**src/design/mfp_cfg.svh**
```systemverilog
// MFP configuration
// FIFO size, timer prescaler divisors and interrupt source positions

`ifndef MFP_CFG_SVH
`define MFP_CFG_SVH

// transmit FIFO holds 2**n bytes
`define MFP_FIFO_ADDR_BITS 4

// prescaler divisors for control values 1 to 7
`define MFP_PRESC_1 8'd4
`define MFP_PRESC_2 8'd10
`define MFP_PRESC_3 8'd16
`define MFP_PRESC_4 8'd50
`define MFP_PRESC_5 8'd64
`define MFP_PRESC_6 8'd100
`define MFP_PRESC_7 8'd200

// interrupt source bit numbers
`define MFP_IRQ_TIMER_A 13
`define MFP_IRQ_DMA 7
`define MFP_IRQ_ACIA 6
`define MFP_IRQ_TIMER_D 4
`define MFP_IRQ_BLITTER 3

`endif

```
**src/design/mfp_pkg.sv**
```systemverilog
// MFP shared types
// register map and the structs passed between the blocks

package mfp_pkg;

	// 5-bit register address map
	typedef enum logic [4:0] {
		REG_GPIP  = 5'h00,
		REG_AER   = 5'h01,
		REG_DDR   = 5'h02,
		REG_IERA  = 5'h03,
		REG_IERB  = 5'h04,
		REG_IPRA  = 5'h05,
		REG_IPRB  = 5'h06,
		REG_ISRA  = 5'h07,
		REG_ISRB  = 5'h08,
		REG_IMRA  = 5'h09,
		REG_IMRB  = 5'h0a,
		REG_VR    = 5'h0b,
		REG_TACR  = 5'h0c,
		REG_TCDCR = 5'h0e,
		REG_TADR  = 5'h0f,
		REG_TDDR  = 5'h12,
		REG_TSR   = 5'h16,
		REG_UDR   = 5'h17
	} mfp_reg_e;

	// register write broadcast to all datapath blocks
	typedef struct packed {
		logic we;
		mfp_reg_e addr;
		logic [7:0] data;
	} reg_wr_t;

	// interrupt registers for read back
	typedef struct packed {
		logic [15:0] ier;
		logic [15:0] ipr;
		logic [15:0] isr;
		logic [15:0] imr;
	} irq_regs_t;

	typedef struct packed {
		logic [3:0] ctrl;
		logic [7:0] cnt;
	} timer_rd_t;

	// external request levels
	typedef struct packed {
		logic dma;
		logic acia;
		logic blitter;
	} irq_in_t;

endpackage

```
**src/design/mfp_bus_ctrl.sv**
```systemverilog
// MFP bus control
// decodes CPU accesses, holds GPIO and vector registers, builds read data

`timescale 1ns/1ns

module mfp_bus_ctrl (
	input  logic clk,
	input  logic reset,
	input  logic sel_i,
	input  logic ds_i,
	input  logic rw_i,
	input  mfp_pkg::mfp_reg_e addr_i,
	input  logic [7:0] din_i,
	input  logic iack_i,
	input  logic [7:0] gpio_i,
	input  mfp_pkg::irq_regs_t irq_regs_i,
	input  logic [7:0] vec_i,
	input  mfp_pkg::timer_rd_t timer_a_i,
	input  mfp_pkg::timer_rd_t timer_d_i,
	input  logic fifo_full_i,
	output mfp_pkg::reg_wr_t wr_o,
	output logic [7:0] aer_o,
	output logic [7:0] vr_o,
	output logic [7:0] dout_o
);

	import mfp_pkg::*;

	logic [7:0] gpip;
	logic [7:0] ddr;
	logic [7:0] gpip_rd;
	logic rd_en;

	// ds is active low, rw high means read
	assign wr_o.we = sel_i && !ds_i && !rw_i;
	assign wr_o.addr = addr_i;
	assign wr_o.data = din_i;
	assign rd_en = sel_i && !ds_i && rw_i;

	// ddr bit set makes the pin an output
	assign gpip_rd = (gpio_i & ~ddr) | (gpip & ddr);

	always_ff @(posedge clk) begin
		if (reset) begin
			gpip <= 8'h00;
			aer_o <= 8'h00;
			ddr <= 8'h00;
			vr_o <= 8'h00;
		end else if (wr_o.we) begin
			case (wr_o.addr)
				REG_GPIP: gpip <= wr_o.data;
				REG_AER: aer_o <= wr_o.data;
				REG_DDR: ddr <= wr_o.data;
				REG_VR: vr_o <= wr_o.data;
				default: ;
			endcase
		end
	end

	always_comb begin
		dout_o = 8'h00;
		if (rd_en) begin
			case (addr_i)
				REG_GPIP: dout_o = gpip_rd;
				REG_AER: dout_o = aer_o;
				REG_DDR: dout_o = ddr;
				REG_IERA: dout_o = irq_regs_i.ier[15:8];
				REG_IERB: dout_o = irq_regs_i.ier[7:0];
				REG_IPRA: dout_o = irq_regs_i.ipr[15:8];
				REG_IPRB: dout_o = irq_regs_i.ipr[7:0];
				REG_ISRA: dout_o = irq_regs_i.isr[15:8];
				REG_ISRB: dout_o = irq_regs_i.isr[7:0];
				REG_IMRA: dout_o = irq_regs_i.imr[15:8];
				REG_IMRB: dout_o = irq_regs_i.imr[7:0];
				REG_VR: dout_o = vr_o;
				REG_TACR: dout_o = {4'h0, timer_a_i.ctrl};
				// upper nibble belongs to timer C, not present
				REG_TCDCR: dout_o = {4'h0, timer_d_i.ctrl};
				REG_TADR: dout_o = timer_a_i.cnt;
				REG_TDDR: dout_o = timer_d_i.cnt;
				// bit 7 is buffer empty, reported while the FIFO has room
				REG_TSR: dout_o = fifo_full_i ? 8'h00 : 8'h80;
				default: dout_o = 8'h00;
			endcase
		end else if (iack_i) begin
			dout_o = vec_i;
		end
	end

	// bus strobes must be defined whenever the chip is selected
	a_bus_known: assert property (@(posedge clk) disable iff (reset)
		sel_i |-> !$isunknown({ds_i, rw_i}));

endmodule

```
**src/design/mfp_timer.sv**
```systemverilog
// MFP delay-mode timer
// prescaled down counter with reload and a one-cycle done pulse

`timescale 1ns/1ns
`include "mfp_cfg.svh"

module mfp_timer #(
	parameter mfp_pkg::mfp_reg_e CTRL_ADDR = mfp_pkg::REG_TACR,
	parameter mfp_pkg::mfp_reg_e DATA_ADDR = mfp_pkg::REG_TADR,
	parameter int CTRL_LSB = 0
) (
	input  logic clk,
	input  logic reset,
	input  mfp_pkg::reg_wr_t wr_i,
	output logic done_o,
	output mfp_pkg::timer_rd_t rd_o
);

	import mfp_pkg::*;

	logic [3:0] ctrl;
	logic [7:0] reload;
	logic [7:0] cnt;
	logic [7:0] presc;
	logic [7:0] div;
	logic run;
	logic ctrl_we;
	logic data_we;

	function automatic logic [7:0] presc_div(input logic [2:0] mode);
		case (mode)
			3'd1: return `MFP_PRESC_1;
			3'd2: return `MFP_PRESC_2;
			3'd3: return `MFP_PRESC_3;
			3'd4: return `MFP_PRESC_4;
			3'd5: return `MFP_PRESC_5;
			3'd6: return `MFP_PRESC_6;
			3'd7: return `MFP_PRESC_7;
			default: return 8'd1;
		endcase
	endfunction

	assign ctrl_we = wr_i.we && (wr_i.addr == CTRL_ADDR);
	assign data_we = wr_i.we && (wr_i.addr == DATA_ADDR);
	assign div = presc_div(ctrl[2:0]);
	// control values above 7 select modes that are not modelled
	assign run = !ctrl[3] && (ctrl[2:0] != 3'd0);

	always_ff @(posedge clk) begin
		if (reset) begin
			ctrl <= 4'h0;
			reload <= 8'h00;
			cnt <= 8'h00;
			presc <= 8'h00;
			done_o <= 1'b0;
		end else begin
			done_o <= 1'b0;
			if (!run) begin
				presc <= 8'h00;
			end else if (presc == div - 8'd1) begin
				presc <= 8'h00;
				if (cnt == 8'd1) begin
					cnt <= reload;
					done_o <= 1'b1;
				end else begin
					cnt <= cnt - 8'd1;
				end
			end else begin
				presc <= presc + 8'd1;
			end
			if (ctrl_we) begin
				ctrl <= wr_i.data[CTRL_LSB +: 4];
				presc <= 8'h00;
			end
			// a running timer picks up the new value on its next reload
			if (data_we) begin
				reload <= wr_i.data;
				if (!run)
					cnt <= wr_i.data;
			end
		end
	end

	assign rd_o.ctrl = ctrl;
	assign rd_o.cnt = cnt;

	a_done_single: assert property (@(posedge clk) disable iff (reset)
		done_o |=> !done_o);

endmodule

```
**src/design/mfp_irq_ctrl.sv**
```systemverilog
// MFP interrupt controller
// 16 prioritised sources, edge detection, irq line and vector latch

`timescale 1ns/1ns
`include "mfp_cfg.svh"

module mfp_irq_ctrl (
	input  logic clk,
	input  logic reset,
	input  mfp_pkg::reg_wr_t wr_i,
	input  logic iack_i,
	input  logic [7:0] aer_i,
	input  logic [7:0] vr_i,
	input  mfp_pkg::irq_in_t irq_in_i,
	input  logic timer_a_done_i,
	input  logic timer_d_done_i,
	output logic irq_o,
	output logic [7:0] vec_o,
	output mfp_pkg::irq_regs_t regs_o
);

	import mfp_pkg::*;

	logic [15:0] ier, ipr, isr, imr;
	logic [15:0] pending_map, active_map;
	logic [3:0] highest_pending, highest_active;
	logic [2:0] pol, in_s1, in_s2, in_s3, in_edge;
	logic iack_d, iack_d2, ack;

	// later hits overwrite earlier ones, so the top set bit wins
	function automatic logic [3:0] highest_bit(input logic [15:0] map);
		logic [3:0] idx;
		idx = 4'd0;
		for (int i = 0; i < 16; i++)
			if (map[i])
				idx = 4'(i);
		return idx;
	endfunction

	assign pending_map = ipr & imr;
	assign active_map = (ipr | isr) & imr;
	assign highest_pending = highest_bit(pending_map);
	assign highest_active = highest_bit(active_map);
	// a higher source in service holds the line low
	assign irq_o = (pending_map != 16'h0000) && (highest_active == highest_pending);

	// aer bit set inverts the request, order is dma, acia, blitter
	assign pol = {aer_i[5], aer_i[4], aer_i[3]};
	assign in_edge = in_s2 & ~in_s3;
	assign ack = iack_d && !iack_d2 && (pending_map != 16'h0000);

	always_ff @(posedge clk) begin
		// vector stays stable across the whole acknowledge read
		vec_o <= {vr_i[7:4], highest_pending};
	end

	always_ff @(posedge clk) begin
		if (reset) begin
			{ier, ipr, isr, imr} <= 64'h0;
			{in_s1, in_s2, in_s3} <= 9'h0;
			iack_d <= 1'b0;
			iack_d2 <= 1'b0;
		end else begin
			in_s1 <= irq_in_i ^ pol;
			in_s2 <= in_s1;
			in_s3 <= in_s2;
			iack_d <= iack_i;
			iack_d2 <= iack_d;
			if (ack) begin
				ipr[highest_pending] <= 1'b0;
				// software end of interrupt mode
				if (vr_i[3])
					isr[highest_pending] <= 1'b1;
			end
			if (timer_a_done_i && ier[`MFP_IRQ_TIMER_A])
				ipr[`MFP_IRQ_TIMER_A] <= 1'b1;
			if (timer_d_done_i && ier[`MFP_IRQ_TIMER_D])
				ipr[`MFP_IRQ_TIMER_D] <= 1'b1;
			if (in_edge[2] && ier[`MFP_IRQ_DMA])
				ipr[`MFP_IRQ_DMA] <= 1'b1;
			if (in_edge[1] && ier[`MFP_IRQ_ACIA])
				ipr[`MFP_IRQ_ACIA] <= 1'b1;
			if (in_edge[0] && ier[`MFP_IRQ_BLITTER])
				ipr[`MFP_IRQ_BLITTER] <= 1'b1;
			if (wr_i.we) begin
				case (wr_i.addr)
					REG_IERA: begin
						ier[15:8] <= wr_i.data;
						ipr[15:8] <= ipr[15:8] & wr_i.data;
					end
					REG_IERB: begin
						ier[7:0] <= wr_i.data;
						ipr[7:0] <= ipr[7:0] & wr_i.data;
					end
					// zero bits clear, one bits leave the register alone
					REG_IPRA: ipr[15:8] <= ipr[15:8] & wr_i.data;
					REG_IPRB: ipr[7:0] <= ipr[7:0] & wr_i.data;
					REG_ISRA: isr[15:8] <= isr[15:8] & wr_i.data;
					REG_ISRB: isr[7:0] <= isr[7:0] & wr_i.data;
					REG_IMRA: imr[15:8] <= wr_i.data;
					REG_IMRB: imr[7:0] <= wr_i.data;
					default: ;
				endcase
			end
		end
	end

	assign regs_o = '{ier: ier, ipr: ipr, isr: isr, imr: imr};

	// in-service bits only appear when the vector register selects S mode
	a_isr_needs_s: assert property (@(posedge clk) disable iff (reset)
		((isr & ~$past(isr)) != 16'h0000) |-> $past(vr_i[3]));

endmodule

```
**src/design/mfp_tx_fifo.sv**
```systemverilog
// MFP transmit FIFO
// byte ring written through UDR and drained by the I/O controller strobe

`timescale 1ns/1ns
`include "mfp_cfg.svh"

module mfp_tx_fifo (
	input  logic clk,
	input  logic reset,
	input  mfp_pkg::reg_wr_t wr_i,
	input  logic tx_strobe_i,
	output logic tx_avail_o,
	output logic [7:0] tx_data_o,
	output logic fifo_full_o
);

	import mfp_pkg::*;

	localparam int AW = `MFP_FIFO_ADDR_BITS;
	localparam int DEPTH = 1 << AW;

	logic [7:0] mem [DEPTH];
	logic [AW-1:0] wr_ptr, rd_ptr;
	logic strobe_s1, strobe_s2;
	logic push;

	assign tx_avail_o = (rd_ptr != wr_ptr);
	assign tx_data_o = mem[rd_ptr];
	// one slot stays free so full and empty differ
	assign fifo_full_o = (AW'(wr_ptr + 1'b1) == rd_ptr);
	assign push = wr_i.we && (wr_i.addr == REG_UDR) && !fifo_full_o;

	always_ff @(posedge clk) begin
		if (push)
			mem[wr_ptr] <= wr_i.data;
	end

	always_ff @(posedge clk) begin
		if (reset) begin
			wr_ptr <= '0;
			rd_ptr <= '0;
			strobe_s1 <= 1'b0;
			strobe_s2 <= 1'b0;
		end else begin
			strobe_s1 <= tx_strobe_i;
			strobe_s2 <= strobe_s1;
			if (push)
				wr_ptr <= wr_ptr + 1'b1;
			if (strobe_s1 && !strobe_s2 && tx_avail_o)
				rd_ptr <= rd_ptr + 1'b1;
		end
	end

	a_no_overtake: assert property (@(posedge clk) disable iff (reset)
		(rd_ptr == wr_ptr) |=> (rd_ptr == $past(rd_ptr)));

endmodule

```
**src/design/mfp.sv**
```systemverilog
// MFP top level
// connects bus control, timers A and D, interrupt controller and transmit FIFO

`timescale 1ns/1ns

module mfp (
	input  logic clk,
	input  logic reset,
	input  logic sel_i,
	input  logic ds_i,
	input  logic rw_i,
	input  logic [4:0] addr_i,
	input  logic [7:0] din_i,
	output logic [7:0] dout_o,
	input  logic iack_i,
	output logic irq_o,
	input  logic [7:0] gpio_i,
	input  mfp_pkg::irq_in_t irq_in_i,
	input  logic tx_strobe_i,
	output logic tx_avail_o,
	output logic [7:0] tx_data_o
);

	import mfp_pkg::*;

	reg_wr_t wr;
	irq_regs_t irq_regs;
	timer_rd_t timer_a_rd, timer_d_rd;
	logic timer_a_done, timer_d_done;
	logic fifo_full;
	logic [7:0] aer, vr, vec;

	mfp_bus_ctrl u_bus_ctrl (
		.clk(clk), .reset(reset),
		.sel_i(sel_i), .ds_i(ds_i), .rw_i(rw_i),
		.addr_i(mfp_reg_e'(addr_i)), .din_i(din_i),
		.iack_i(iack_i), .gpio_i(gpio_i),
		.irq_regs_i(irq_regs), .vec_i(vec),
		.timer_a_i(timer_a_rd), .timer_d_i(timer_d_rd),
		.fifo_full_i(fifo_full),
		.wr_o(wr), .aer_o(aer), .vr_o(vr), .dout_o(dout_o)
	);

	mfp_timer #(.CTRL_ADDR(REG_TACR), .DATA_ADDR(REG_TADR), .CTRL_LSB(0)) u_timer_a (
		.clk(clk), .reset(reset), .wr_i(wr),
		.done_o(timer_a_done), .rd_o(timer_a_rd)
	);

	// timer D shares TCDCR and uses its low nibble
	mfp_timer #(.CTRL_ADDR(REG_TCDCR), .DATA_ADDR(REG_TDDR), .CTRL_LSB(0)) u_timer_d (
		.clk(clk), .reset(reset), .wr_i(wr),
		.done_o(timer_d_done), .rd_o(timer_d_rd)
	);

	mfp_irq_ctrl u_irq_ctrl (
		.clk(clk), .reset(reset), .wr_i(wr),
		.iack_i(iack_i), .aer_i(aer), .vr_i(vr), .irq_in_i(irq_in_i),
		.timer_a_done_i(timer_a_done), .timer_d_done_i(timer_d_done),
		.irq_o(irq_o), .vec_o(vec), .regs_o(irq_regs)
	);

	mfp_tx_fifo u_tx_fifo (
		.clk(clk), .reset(reset), .wr_i(wr),
		.tx_strobe_i(tx_strobe_i), .tx_avail_o(tx_avail_o),
		.tx_data_o(tx_data_o), .fifo_full_o(fifo_full)
	);

endmodule

```
**config.mk**
```make
export PLATFORM = sky130hd
export DESIGN_NAME = mfp
export DESIGN_NICKNAME = d
export VERILOG_FILES = /design/src/design/mfp_pkg.sv /design/src/design/mfp_bus_ctrl.sv /design/src/design/mfp_timer.sv /design/src/design/mfp_irq_ctrl.sv /design/src/design/mfp_tx_fifo.sv /design/src/design/mfp.sv
export VERILOG_INCLUDE_DIRS = /design/src /design/src/design
export SDC_FILE = /design/constraint.sdc
export NUM_CORES = 1
export LEC_CHECK = 0
export ABC_AREA = 1
export BUFFER_PORTS_ARGS = -buffer_cell sky130_fd_sc_hd__buf_2
export CAP_MARGIN = 20
export CORE_UTILIZATION = 60
export CTS_CLUSTER_SIZE = 20
export DETAILED_ROUTE_END_ITERATION = 6
export GPL_TIMING_DRIVEN = 0
export PLACE_DENSITY_LB_ADDON = 0.3
export REMOVE_ABC_BUFFERS = 1
export SYNTH_ARGS = -nofsm -noshare
export SYNTH_HDL_FRONTEND = slang
export SYNTH_SLANG_ARGS = --single-unit
```
**constraint.sdc**
```tcl
create_clock -name clk -period 6.75 [get_ports clk]
set_clock_uncertainty 0.15 [all_clocks]
set_input_delay 0.3375 -clock clk [delete_from_list [all_inputs] [get_ports clk]]
set_output_delay 0.3375 -clock clk [all_outputs]
set_load 0.02 [all_outputs]
```
Word level (Yosys, flattened, before mapping)
Memories as Yosys holds them, arrays and structs flattened. A register that Yosys moved wholly into a read port is not among the register bits.
Index checks and enable logic that the tools add are counted.

word-level totals
  ROM bits = 0
  logic and storage cells = 215
  output and inout port bits = 18
  flip-flop bits (word level) = 183
  bits in latches = 0
  memories = 1
  memory bits (writable) = 128
  bits of input ports = 31

cells by class
  add/sub/neg operators = 8
  mux-type cells = 68
  reduce and logical (&&, ||, !) cells = 47
  equality and inequality tests = 38
  bitwise gates (word level) = 21
  shift operators = 0
  order comparisons = 2
  div/mod/pow operators = 0
  $mul = 0

memories
  name           words  width  rd ports  clocked after Yosys merged registers in  wr ports  RTL line           source
  u_tx_fifo.mem  16     8      1         1                                        1         mfp_tx_fifo.sv:22  logic [7:0] mem [DEPTH];

operators by type and width
  cell                 number
  $mux 8               17
  $pmux 8 s17          1
  $pmux 8 s7           2
  $mux 16              5
  $mux 4               18
  $and 16x16->16       3
  $and 8x8->8          6
  $eq 5x4->1 const B   7
  $or 16x16->16        2
  $sub 8x1->8 const B  4
  $eq 3x3->1 const B   8
  $mux 3               8
  $logic_and 1x1->1    22
  $eq 5x3->1 const B   4
  $add 8x1->8 const B  2
  $eq 8x1->1 const B   2
  $eq 8x8->1           2
  $not 16->16          1
  $reduce_and 2->1     8
  $reduce_bool 16->1   1
  $eq 5x5->1 const B   3
  $eq 3x2->1 const B   4
  $mux 1               12
  $eq 5x2->1 const B   2
  21 further kinds     40

Depth between registers and ports, before layout
Gate-level depths: netlist (run 1).

  word-level depth = 26
  mapped depth = 21
  mapped depth without buffers = 21

Modules after synthesis
A second synthesis (run 1) with hierarchy kept.

unflattened totals
  cells, all modules = 2070
  area total of the unflattened synthesis = 16121.7 um^2

modules (own cells, without submodules)
  module                 instances  cells an instance  sequential area each (um^2)  area each (um^2)
  mfp_tx_fifo            1          474                4124.0                       5839.4
  mfp_irq_ctrl           1          524                1661.6                       3746.1
  mfp_bus_ctrl           1          474                640.6                        2768.9
  mfp_timer (u_timer_d)  1          300                580.6                        1905.6
  mfp_timer (u_timer_a)  1          298                580.6                        1861.8

Worst setup path before layout (run 1)
OpenSTA, ideal clock, no wires.

  kind = register to register
  start point = register u_tx_fifo.wr_ptr[0]
  end point = memory u_tx_fifo.mem[0][0], enable pin
  data arrival time = 1.855 ns
  stages on the path, launching flop included = 10
  library setup time = 0.370 ns
  buffers on the path = 0
  data required time = 6.230 ns
  period minus slack after synthesis = 2.376 ns
  path slack = 4.374 ns
  path through = dfxtp_1 inv_1 ha_1 xor2_1 nor2_1 o211ai_1 nand2_1 inv_1 nand2_1 nor2_1

on the way
  longest elaborated chain between the ends = 6

RTL lines
  what                          RTL line           source
  from (decl)                   mfp_tx_fifo.sv:23  logic [AW-1:0] wr_ptr, rd_ptr;
  from (signal assigned)        mfp_tx_fifo.sv:48  wr_ptr <= wr_ptr + 1'b1;
  $add 4x1->4                   mfp_tx_fifo.sv:30  assign fifo_full_o = (AW'(wr_ptr + 1'b1) == rd_ptr);
  $eq 4x4->1                    mfp_tx_fifo.sv:30
  $logic_not 1->1               mfp_tx_fifo.sv:31  assign push = wr_i.we && (wr_i.addr == REG_UDR) && !fifo_full_o;
  $logic_and 1x1->1             mfp_tx_fifo.sv:31
  $mux 1                        mfp_tx_fifo.sv:34  if (push)
  $mux 1 (not written as such)  mfp_tx_fifo.sv:35  mem[wr_ptr] <= wr_i.data;
  to (decl)                     mfp_tx_fifo.sv:22

Several ways; a longest one is shown, not always the timed one.

Worst setup path in the final report (run 1)
  start point = register u_tx_fifo.wr_ptr[0]
  end point = output dout_o[7]

on the way
  longest elaborated chain between the ends = 5

RTL lines
  what         RTL line            source
  $add 4x1->4  mfp_tx_fifo.sv:30
  $eq 4x4->1   mfp_tx_fifo.sv:30
  $mux 8       mfp_bus_ctrl.sv:82  REG_TSR: dout_o = fifo_full_i ? 8'h00 : 8'h80;
  $pmux 8 s17  mfp_bus_ctrl.sv:63  case (addr_i)
  $mux 8       mfp_bus_ctrl.sv:62  if (rd_en) begin
  to (decl)    mfp.sv:14           output logic [7:0] dout_o,

Every way passes these cells.

==> summary.txt, run 1 <==
Synth
  • #FFs+latches synth: 315
  • Ys async rst share: 0%
  • Synth cell types: 56
  • Synth Instances: 1639
  • Sequential share of the synthesized area: 52.10%
  • Post-synth EDFFs: 128
  • Ys flop type: dfxtp_1
  • Ys Warns: 0
  • Avg Inst Size Synth: 8.885 µm²
  • Synthesized cell area: 14560 µm²

Timing
  • Worst-margin pin slew: 1.058 ns
  • Setup ws final: 3.418 ns
  • Setup TNS: 0 ns
  • FMAX: 300.2 MHz
  • Final min period: 3.332 ns
  • Slew HR: 28.91%
  • RSZ-0062 raised after global routing: false
  • Final setup fails: 0
  • Hold Violations, Final: 0
  • Slew Viols, Final: 0
  • Period Utilization, post-route: 49.36%

Placed design
  • Setup WS pre-CTS: 3.230 ns
  • GP Congestion: 0.9964
  • Post-detail-place hpwl: 28330 µm
  • PortBufs: 48

Worst setup path
  • R2r setup slk: 3.61 ns
  • Worst flop-to-flop path endpoint: u_tx_fifo.mem[5][2]$_DFFE_PP_
  • FF-to-FF path depth: 9
  • Critical Path End Type: output pin
  • Worst r2r src: u_tx_fifo.wr_ptr[0]$_SDFFE_PP0P_
  • Critical Path, Cell by Cell: inv_1, ha_1, xor2_1, nor2_1, o211ai_1, nand3_1, o221ai_1, nor2_1, o2111ai_1, nand2_1, nand2_1, buf_2
  • Slowest stage delay, CP: 0.42 ns
  • Crit path max fanout: 5
  • Critical Path RT: 6.26 ns
  • Critical path's slowest cell: dfxtp_1
  • Startpoint types: flop
  • Critical Path AT: 2.84 ns
  • Setup CP Type: reg -> out

Run status
  • Status: finished, final reports clean

Clocking
  • Clock-pin slew on the worst setup and hold paths: 0.06 ns
  • CTS tree: yes
  • Clock Sinks: 315
  • Max Root-Sink Buffers: 3
  • Worst skew pair latency: 0.52 ns
  • Root buffer cell: clkbuf_16
  • CTS buffer count: 34
  • H-Tree Depth: 2

Finish
  • Antenna Cells: 0
  • Most common cell after layout, fill and taps aside: nand2_1
  • Most frequent cells in the layout: nand2_1, dfxtp_1, inv_1
  • Fillers: 1839
  • Layout cell share with drive strength beyond 1: 10.84%
  • Synth-to-layout area growth: 11.82%
  • Layout net count: 1724

Global routing
  • Largest net degree at the start of global routing: 70
  • First-pass GRT wire length: 61440 µm
  • GRT Util Overall: 32.83%
  • Vias in the first global route: 11.33k
  • Initial antenna violation count: 0
  • Total grt overflow: 0

Route
  • Routed vias: 12.40k
  • DRT iter0 DRCs: 1465
  • Routed Wire Length: 40670 µm
  • Routed len/inst: 20.08 µm
  • DR pass1 iterations: 6
  • Post-DR vias/cell: 6.122
  • ANT nets after route: 0
  • DR DRC count: 0

Power
  • Total power: 4.006 mW
  • Peak VDD IR: 0.1998 mV
  • Power Dens Cells: 246.0 nW/µm²
  • Leak Pwr: 6.075 nW

Min path
  • Hold_sp: din_i[3]
  • Hold Crit Depth: 1
  • Worst hold-check path type: in -> reg
  • Hold endpoint: u_tx_fifo.mem[11][3]$_DFFE_PP_

Floorplanning
  • Core Region: 23610 µm²
  • Die Area: 24900 µm²
  • Num rows: 56
  • Die Wd: 157.8 µm
  • Initial core utilization: 61.67%
  • I/O pin total: 49
  • DIE HEIGHT: 157.8 µm

Run
  • Max Cap Viol: 0
## registers in the layout, summed over array words and instances (netlist names), 16 cells and up, named ones only
signal	cells
u_irq_ctrl.ier	16
u_irq_ctrl.isr	16
u_irq_ctrl.imr	16
u_tx_fifo.mem	128
u_irq_ctrl.ipr	16
## critical path, delay by kind of cell, from the launching register on
| family | cells | cell delay (ns) |
|---|---|---|
| AOI/OAI and AO/OA | 3 | 0.59 |
| and+or+nand+nor | 5 | 0.54 |
| DFF | 1 | 0.42 |
| adders and majority gates | 1 | 0.34 |
| buffers and inverters | 2 | 0.27 |
| xor gates and xnor gates | 1 | 0.17 |
## stage by stage
stage	hold slack [ns]	area (µm²)	cells	util (%)
2_1_floorplan	0.2016	14340	1586	-
3_3_place_gp	0.2125	14980	1953	63.43
3_5_place_dp	0.2180	15080	1957	63.85
4_1_cts	0.07063	16240	2022	68.78
5_1_grt	0.06962	16280	2025	68.96
6_report	0.07403	16280	2025	68.96
## synthesized netlist by cell type (all sizes together) (17+ instances only)
cell type | number | area, µm²
mux2i | 34 | 340.3
edfxtp | 128 | 3844
nand4 | 29 | 193.9
a21oi | 96 | 506.7
a221oi | 21 | 183.9
buf | 22 | 108.9
nand3 | 124 | 620.6
clkbuf | 31 | 116.4
dfxtp | 187 | 3744
nor2 | 196 | 892.1
inv | 195 | 739.5
o21ai | 166 | 845.8
o211ai | 38 | 285.3
nand2 | 215 | 859.6
xor2 | 29 | 254.0
nor3 | 17 | 101.4
## how the worst max path moves through the flow
stage                                    endpoint  depth (start not counted)                        startpoint  slack [ns]
finish                                  dout_o[7]                         12  u_tx_fifo.wr_ptr[0]$_SDFFE_PP0P_        3.42
detailed placement  u_tx_fifo.mem[5][5]$_DFFE_PP_                          8                              ds_i        3.23
global placement                     tx_data_o[1]                          5                              flop        2.25
floorplan                            tx_data_o[6]                          5                              flop        3.37
CTS                                     dout_o[1]                         12                         addr_i[1]        3.29
global route                            dout_o[7]                         12  u_tx_fifo.wr_ptr[0]$_SDFFE_PP0P_        3.29
## power breakdown
group          leakage (nW)  total (mW)  switching (mW)  internal [mW]
registers              2.66        1.99         0.00594           1.99
clock network         0.540        1.86           0.753           1.11
logic                  2.88       0.151           0.111         0.0401
## what timing repair did
item / in CTS / in global routing
hold endpoints to repair: 5 / 0
hold buffers: 5 / 0
resized for setup: 0 / 0
buffers inserted: 0 / 0
## area by class of cell
cell class / count / area (µm²) / share of cell area, %
clock buffer: 49 / 958.4 / 5.886
clock inverter: 11 / 157.7 / 0.9681
inverter: 199 / 754.5 / 4.633
multi-input combinational: 1072 / 5996 / 36.82
sequential: 315 / 7591 / 46.62
tap: 319 / 399.1 / 2.451
timing repair buffer: 60 / 427.9 / 2.628
## layer usage
layer / vias up / share of wire, % / track usage, % / wire (µm)
li1: 5756 / - / - / -
met1: 5820 / 42 / 45.46 / 16910
met2: 692 / 44 / 50.74 / 17980
met3: 130 / 11 / 6.515 / 4390
met4: 0 / 3.4 / 12.53 / 1391
met5: - / 0 / 0 / 0
## cells by family (layout without fill, tap and decap cells)
family	Yosys count	in the layout	share of synthesized area, %
buf+inv	252	319	6.727
fa+ha+maj	11	11	0.9451
simple gates	590	590	18.89
xor+xnor	42	42	2.526
flops	315	315	52.10
mux	38	38	2.646
compound gates	391	391	16.16
Power figures use the tool's default switching activity.
==> run 2, diff against run 1 <==
- CORE_UTILIZATION: 60 -> 56
- clock period: 6.75 -> 3 ns (I/O delays scaled with it)
==> run 2 against run 1 <==
  * Total power up 130%
  * Combinational power up 130%
  * Wire length down 1.1%
  * Sequential share of layout area decreased by 0.44 points
  * Worst hold slack got worse by 0.059 ns
  * Clock power rose by 130%
  * Die area is 7.1% higher
  * Utilization shrank 4.0 points
==> summary.txt, run 2 (synthesis gave the netlist of run 1 again) <==
Run status
  • Status: finished, final reports clean

Floorplanning
  • Num rows: 58
  • DIE HEIGHT: 163.3 µm
  • Die Area: 26650 µm²
  • I/O pin total: 49
  • Die Wd: 163.3 µm
  • Initial core utilization: 57.50%
  • Core Region: 25330 µm²

Placed design
  • PortBufs: 48
  • GP Congestion: 0.9730
  • Dpl cell area: 15070 µm²
  • Post-detail-place hpwl: 27640 µm
  • Setup WS pre-CTS: -0.3834 ns

Route
  • Routed len/inst: 19.70 µm
  • Post-DR vias/cell: 6.053
  • Routed Wire Length: 40230 µm
  • DR DRC count: 0
  • ANT nets after route: 0
  • Routed vias: 12.36k
  • DRT iter0 DRCs: 1513
  • DR pass1 iterations: 6

Global routing
  • GRT Util Overall: 30.14%
  • Total grt overflow: 0
  • Initial antenna violation count: 0
  • Largest net degree at the start of global routing: 73
  • Vias in the first global route: 11.56k
  • First-pass GRT wire length: 61760 µm

Clocking
  • CTS tree: yes
  • Root buffer cell: clkbuf_16
  • H-Tree Depth: 2
  • CTS buffer count: 34
  • Max Root-Sink Buffers: 3
  • Worst skew pair latency: 0.52 ns
  • Clock Sinks: 315
  • Clock-pin slew on the worst setup and hold paths: 0.07 ns

Finish
  • Synth-to-layout area growth: 13.00%
  • Most frequent cells in the layout: nand2_1, dfxtp_1, inv_1
  • Layout cell share with drive strength beyond 1: 12.56%
  • Most common cell after layout, fill and taps aside: nand2_1
  • Final design instance area without fill: 16460 µm²
  • Antenna Cells: 0
  • Flip-flop count of the largest register after layout: 128
  • Largest Register: u_tx_fifo.mem
  • Layout net count: 1730

Min path
  • Worst hold-check path type: in -> reg
  • Hold Crit Depth: 4

Timing
  • Slew Viols, Final: 0
  • Hold Violations, Final: 0
  • FMAX: 341.5 MHz
  • RSZ-0062 raised after global routing: true
  • Setup ws final: 0.07155 ns
  • Hold WS: 0.01462 ns
  • Period Utilization, post-route: 97.61%
  • Setup TNS: 0 ns
  • Worst-margin pin slew: 1.162 ns
  • Slew HR: 21.93%
  • Final setup fails: 0
  • Final min period: 2.928 ns

Worst setup path
  • Family with the most delay on the worst path: buffers and inverters
  • Critical path's slowest cell: nor3_1
  • Startpoint types: input port
  • Crit path max fanout: 12
  • Critical Path End Type: output pin
  • FF-to-FF path depth: 10
  • Slowest stage delay, CP: 0.92 ns
  • Critical Path, Cell by Cell: buf_2, inv_1, nor3_1, inv_1, o21ai_0, buf_2
  • Levels on crit path: 6
  • Setup CP Type: in -> out
  • Critical Path AT: 2.63 ns
  • Buf/Inv on CP: 4
  • Critical Path RT: 2.70 ns

Power
  • Peak VDD IR: 0.5684 mV
  • Power Dens Cells: 548.1 nW/µm²
  • Leak Pwr: 6.087 nW
  • Total power: 9.020 mW

Run
  • Max Cap Viol: 0
run 2: what timing repair did:
action                     in CTS  in global routing
pin swaps                       0                  2
cloned                          1                  0
hold endpoints to repair      140                  0
setup endpoints to repair      68                115
setup buffers                   0                  1
gates resized for setup        12                 22
hold buffers                   13                  0
run 2: where the power goes:
part / switching, mW / leakage (nW) / internal, mW
registers: 0.0135 / 2.66 / 4.47
clock network: 1.73 / 0.546 / 2.46
logic: 0.253 / 2.88 / 0.0945
run 2: tightest hold or removal path, delay by kind of cell:
kind | cells | cell delay (ns)
compound gates | 1 | 0.10
buf+inv | 1 | 0.11
simple gates | 2 | 0.26
run 2: stage by stage:
stage / cells / utilization (%)
2_1_floorplan: 1586 / -
6_report: 2042 / 64.97
3_3_place_gp: 1964 / 59.19
3_5_place_dp: 1967 / 59.51
5_1_grt: 2042 / 64.97
4_1_cts: 2041 / 64.59
run 2: worst paths after layout:
| path | endpoint | slack [ns] | start |
|---|---|---|---|
| min reg2reg | u_irq_ctrl.vec_o[5]$_DFF_P_ | 0.22 | u_bus_ctrl.vr_o[5]$_SDFFE_PP0P_ |
| min | u_timer_d.ctrl[3]$_SDFFE_PP0P_ | 0.01 | ds_i |
| max reg2reg | u_tx_fifo.mem[10][6]$_DFFE_PP_ | 0.16 | u_tx_fifo.wr_ptr[0]$_SDFFE_PP0P_ |
| max | dout_o[4] | 0.07 | sel_i |
run 2: cell type report:
type,instances,area (µm²)
Fill cell,2077,8871
Sequential cell,315,7599
Multi-Input combinational cell,1072,6103
Clock buffer,47,969.7
Inverter,199,758.2
Timing Repair Buffer,65,455.4
Tap cell,330,412.9
Clock inverter,13,150.1
Timing Repair inverter,1,7.507
run 2: routing by layer:
metal / vias up / global-route usage (%) / part of all wire [%]
li1: 5781 / - / -
met1: 5823 / 41.46 / 42
met2: 673 / 47.05 / 45
met3: 84 / 6.526 / 11
met4: 0 / 10.07 / 2.5
met5: - / 0 / 0
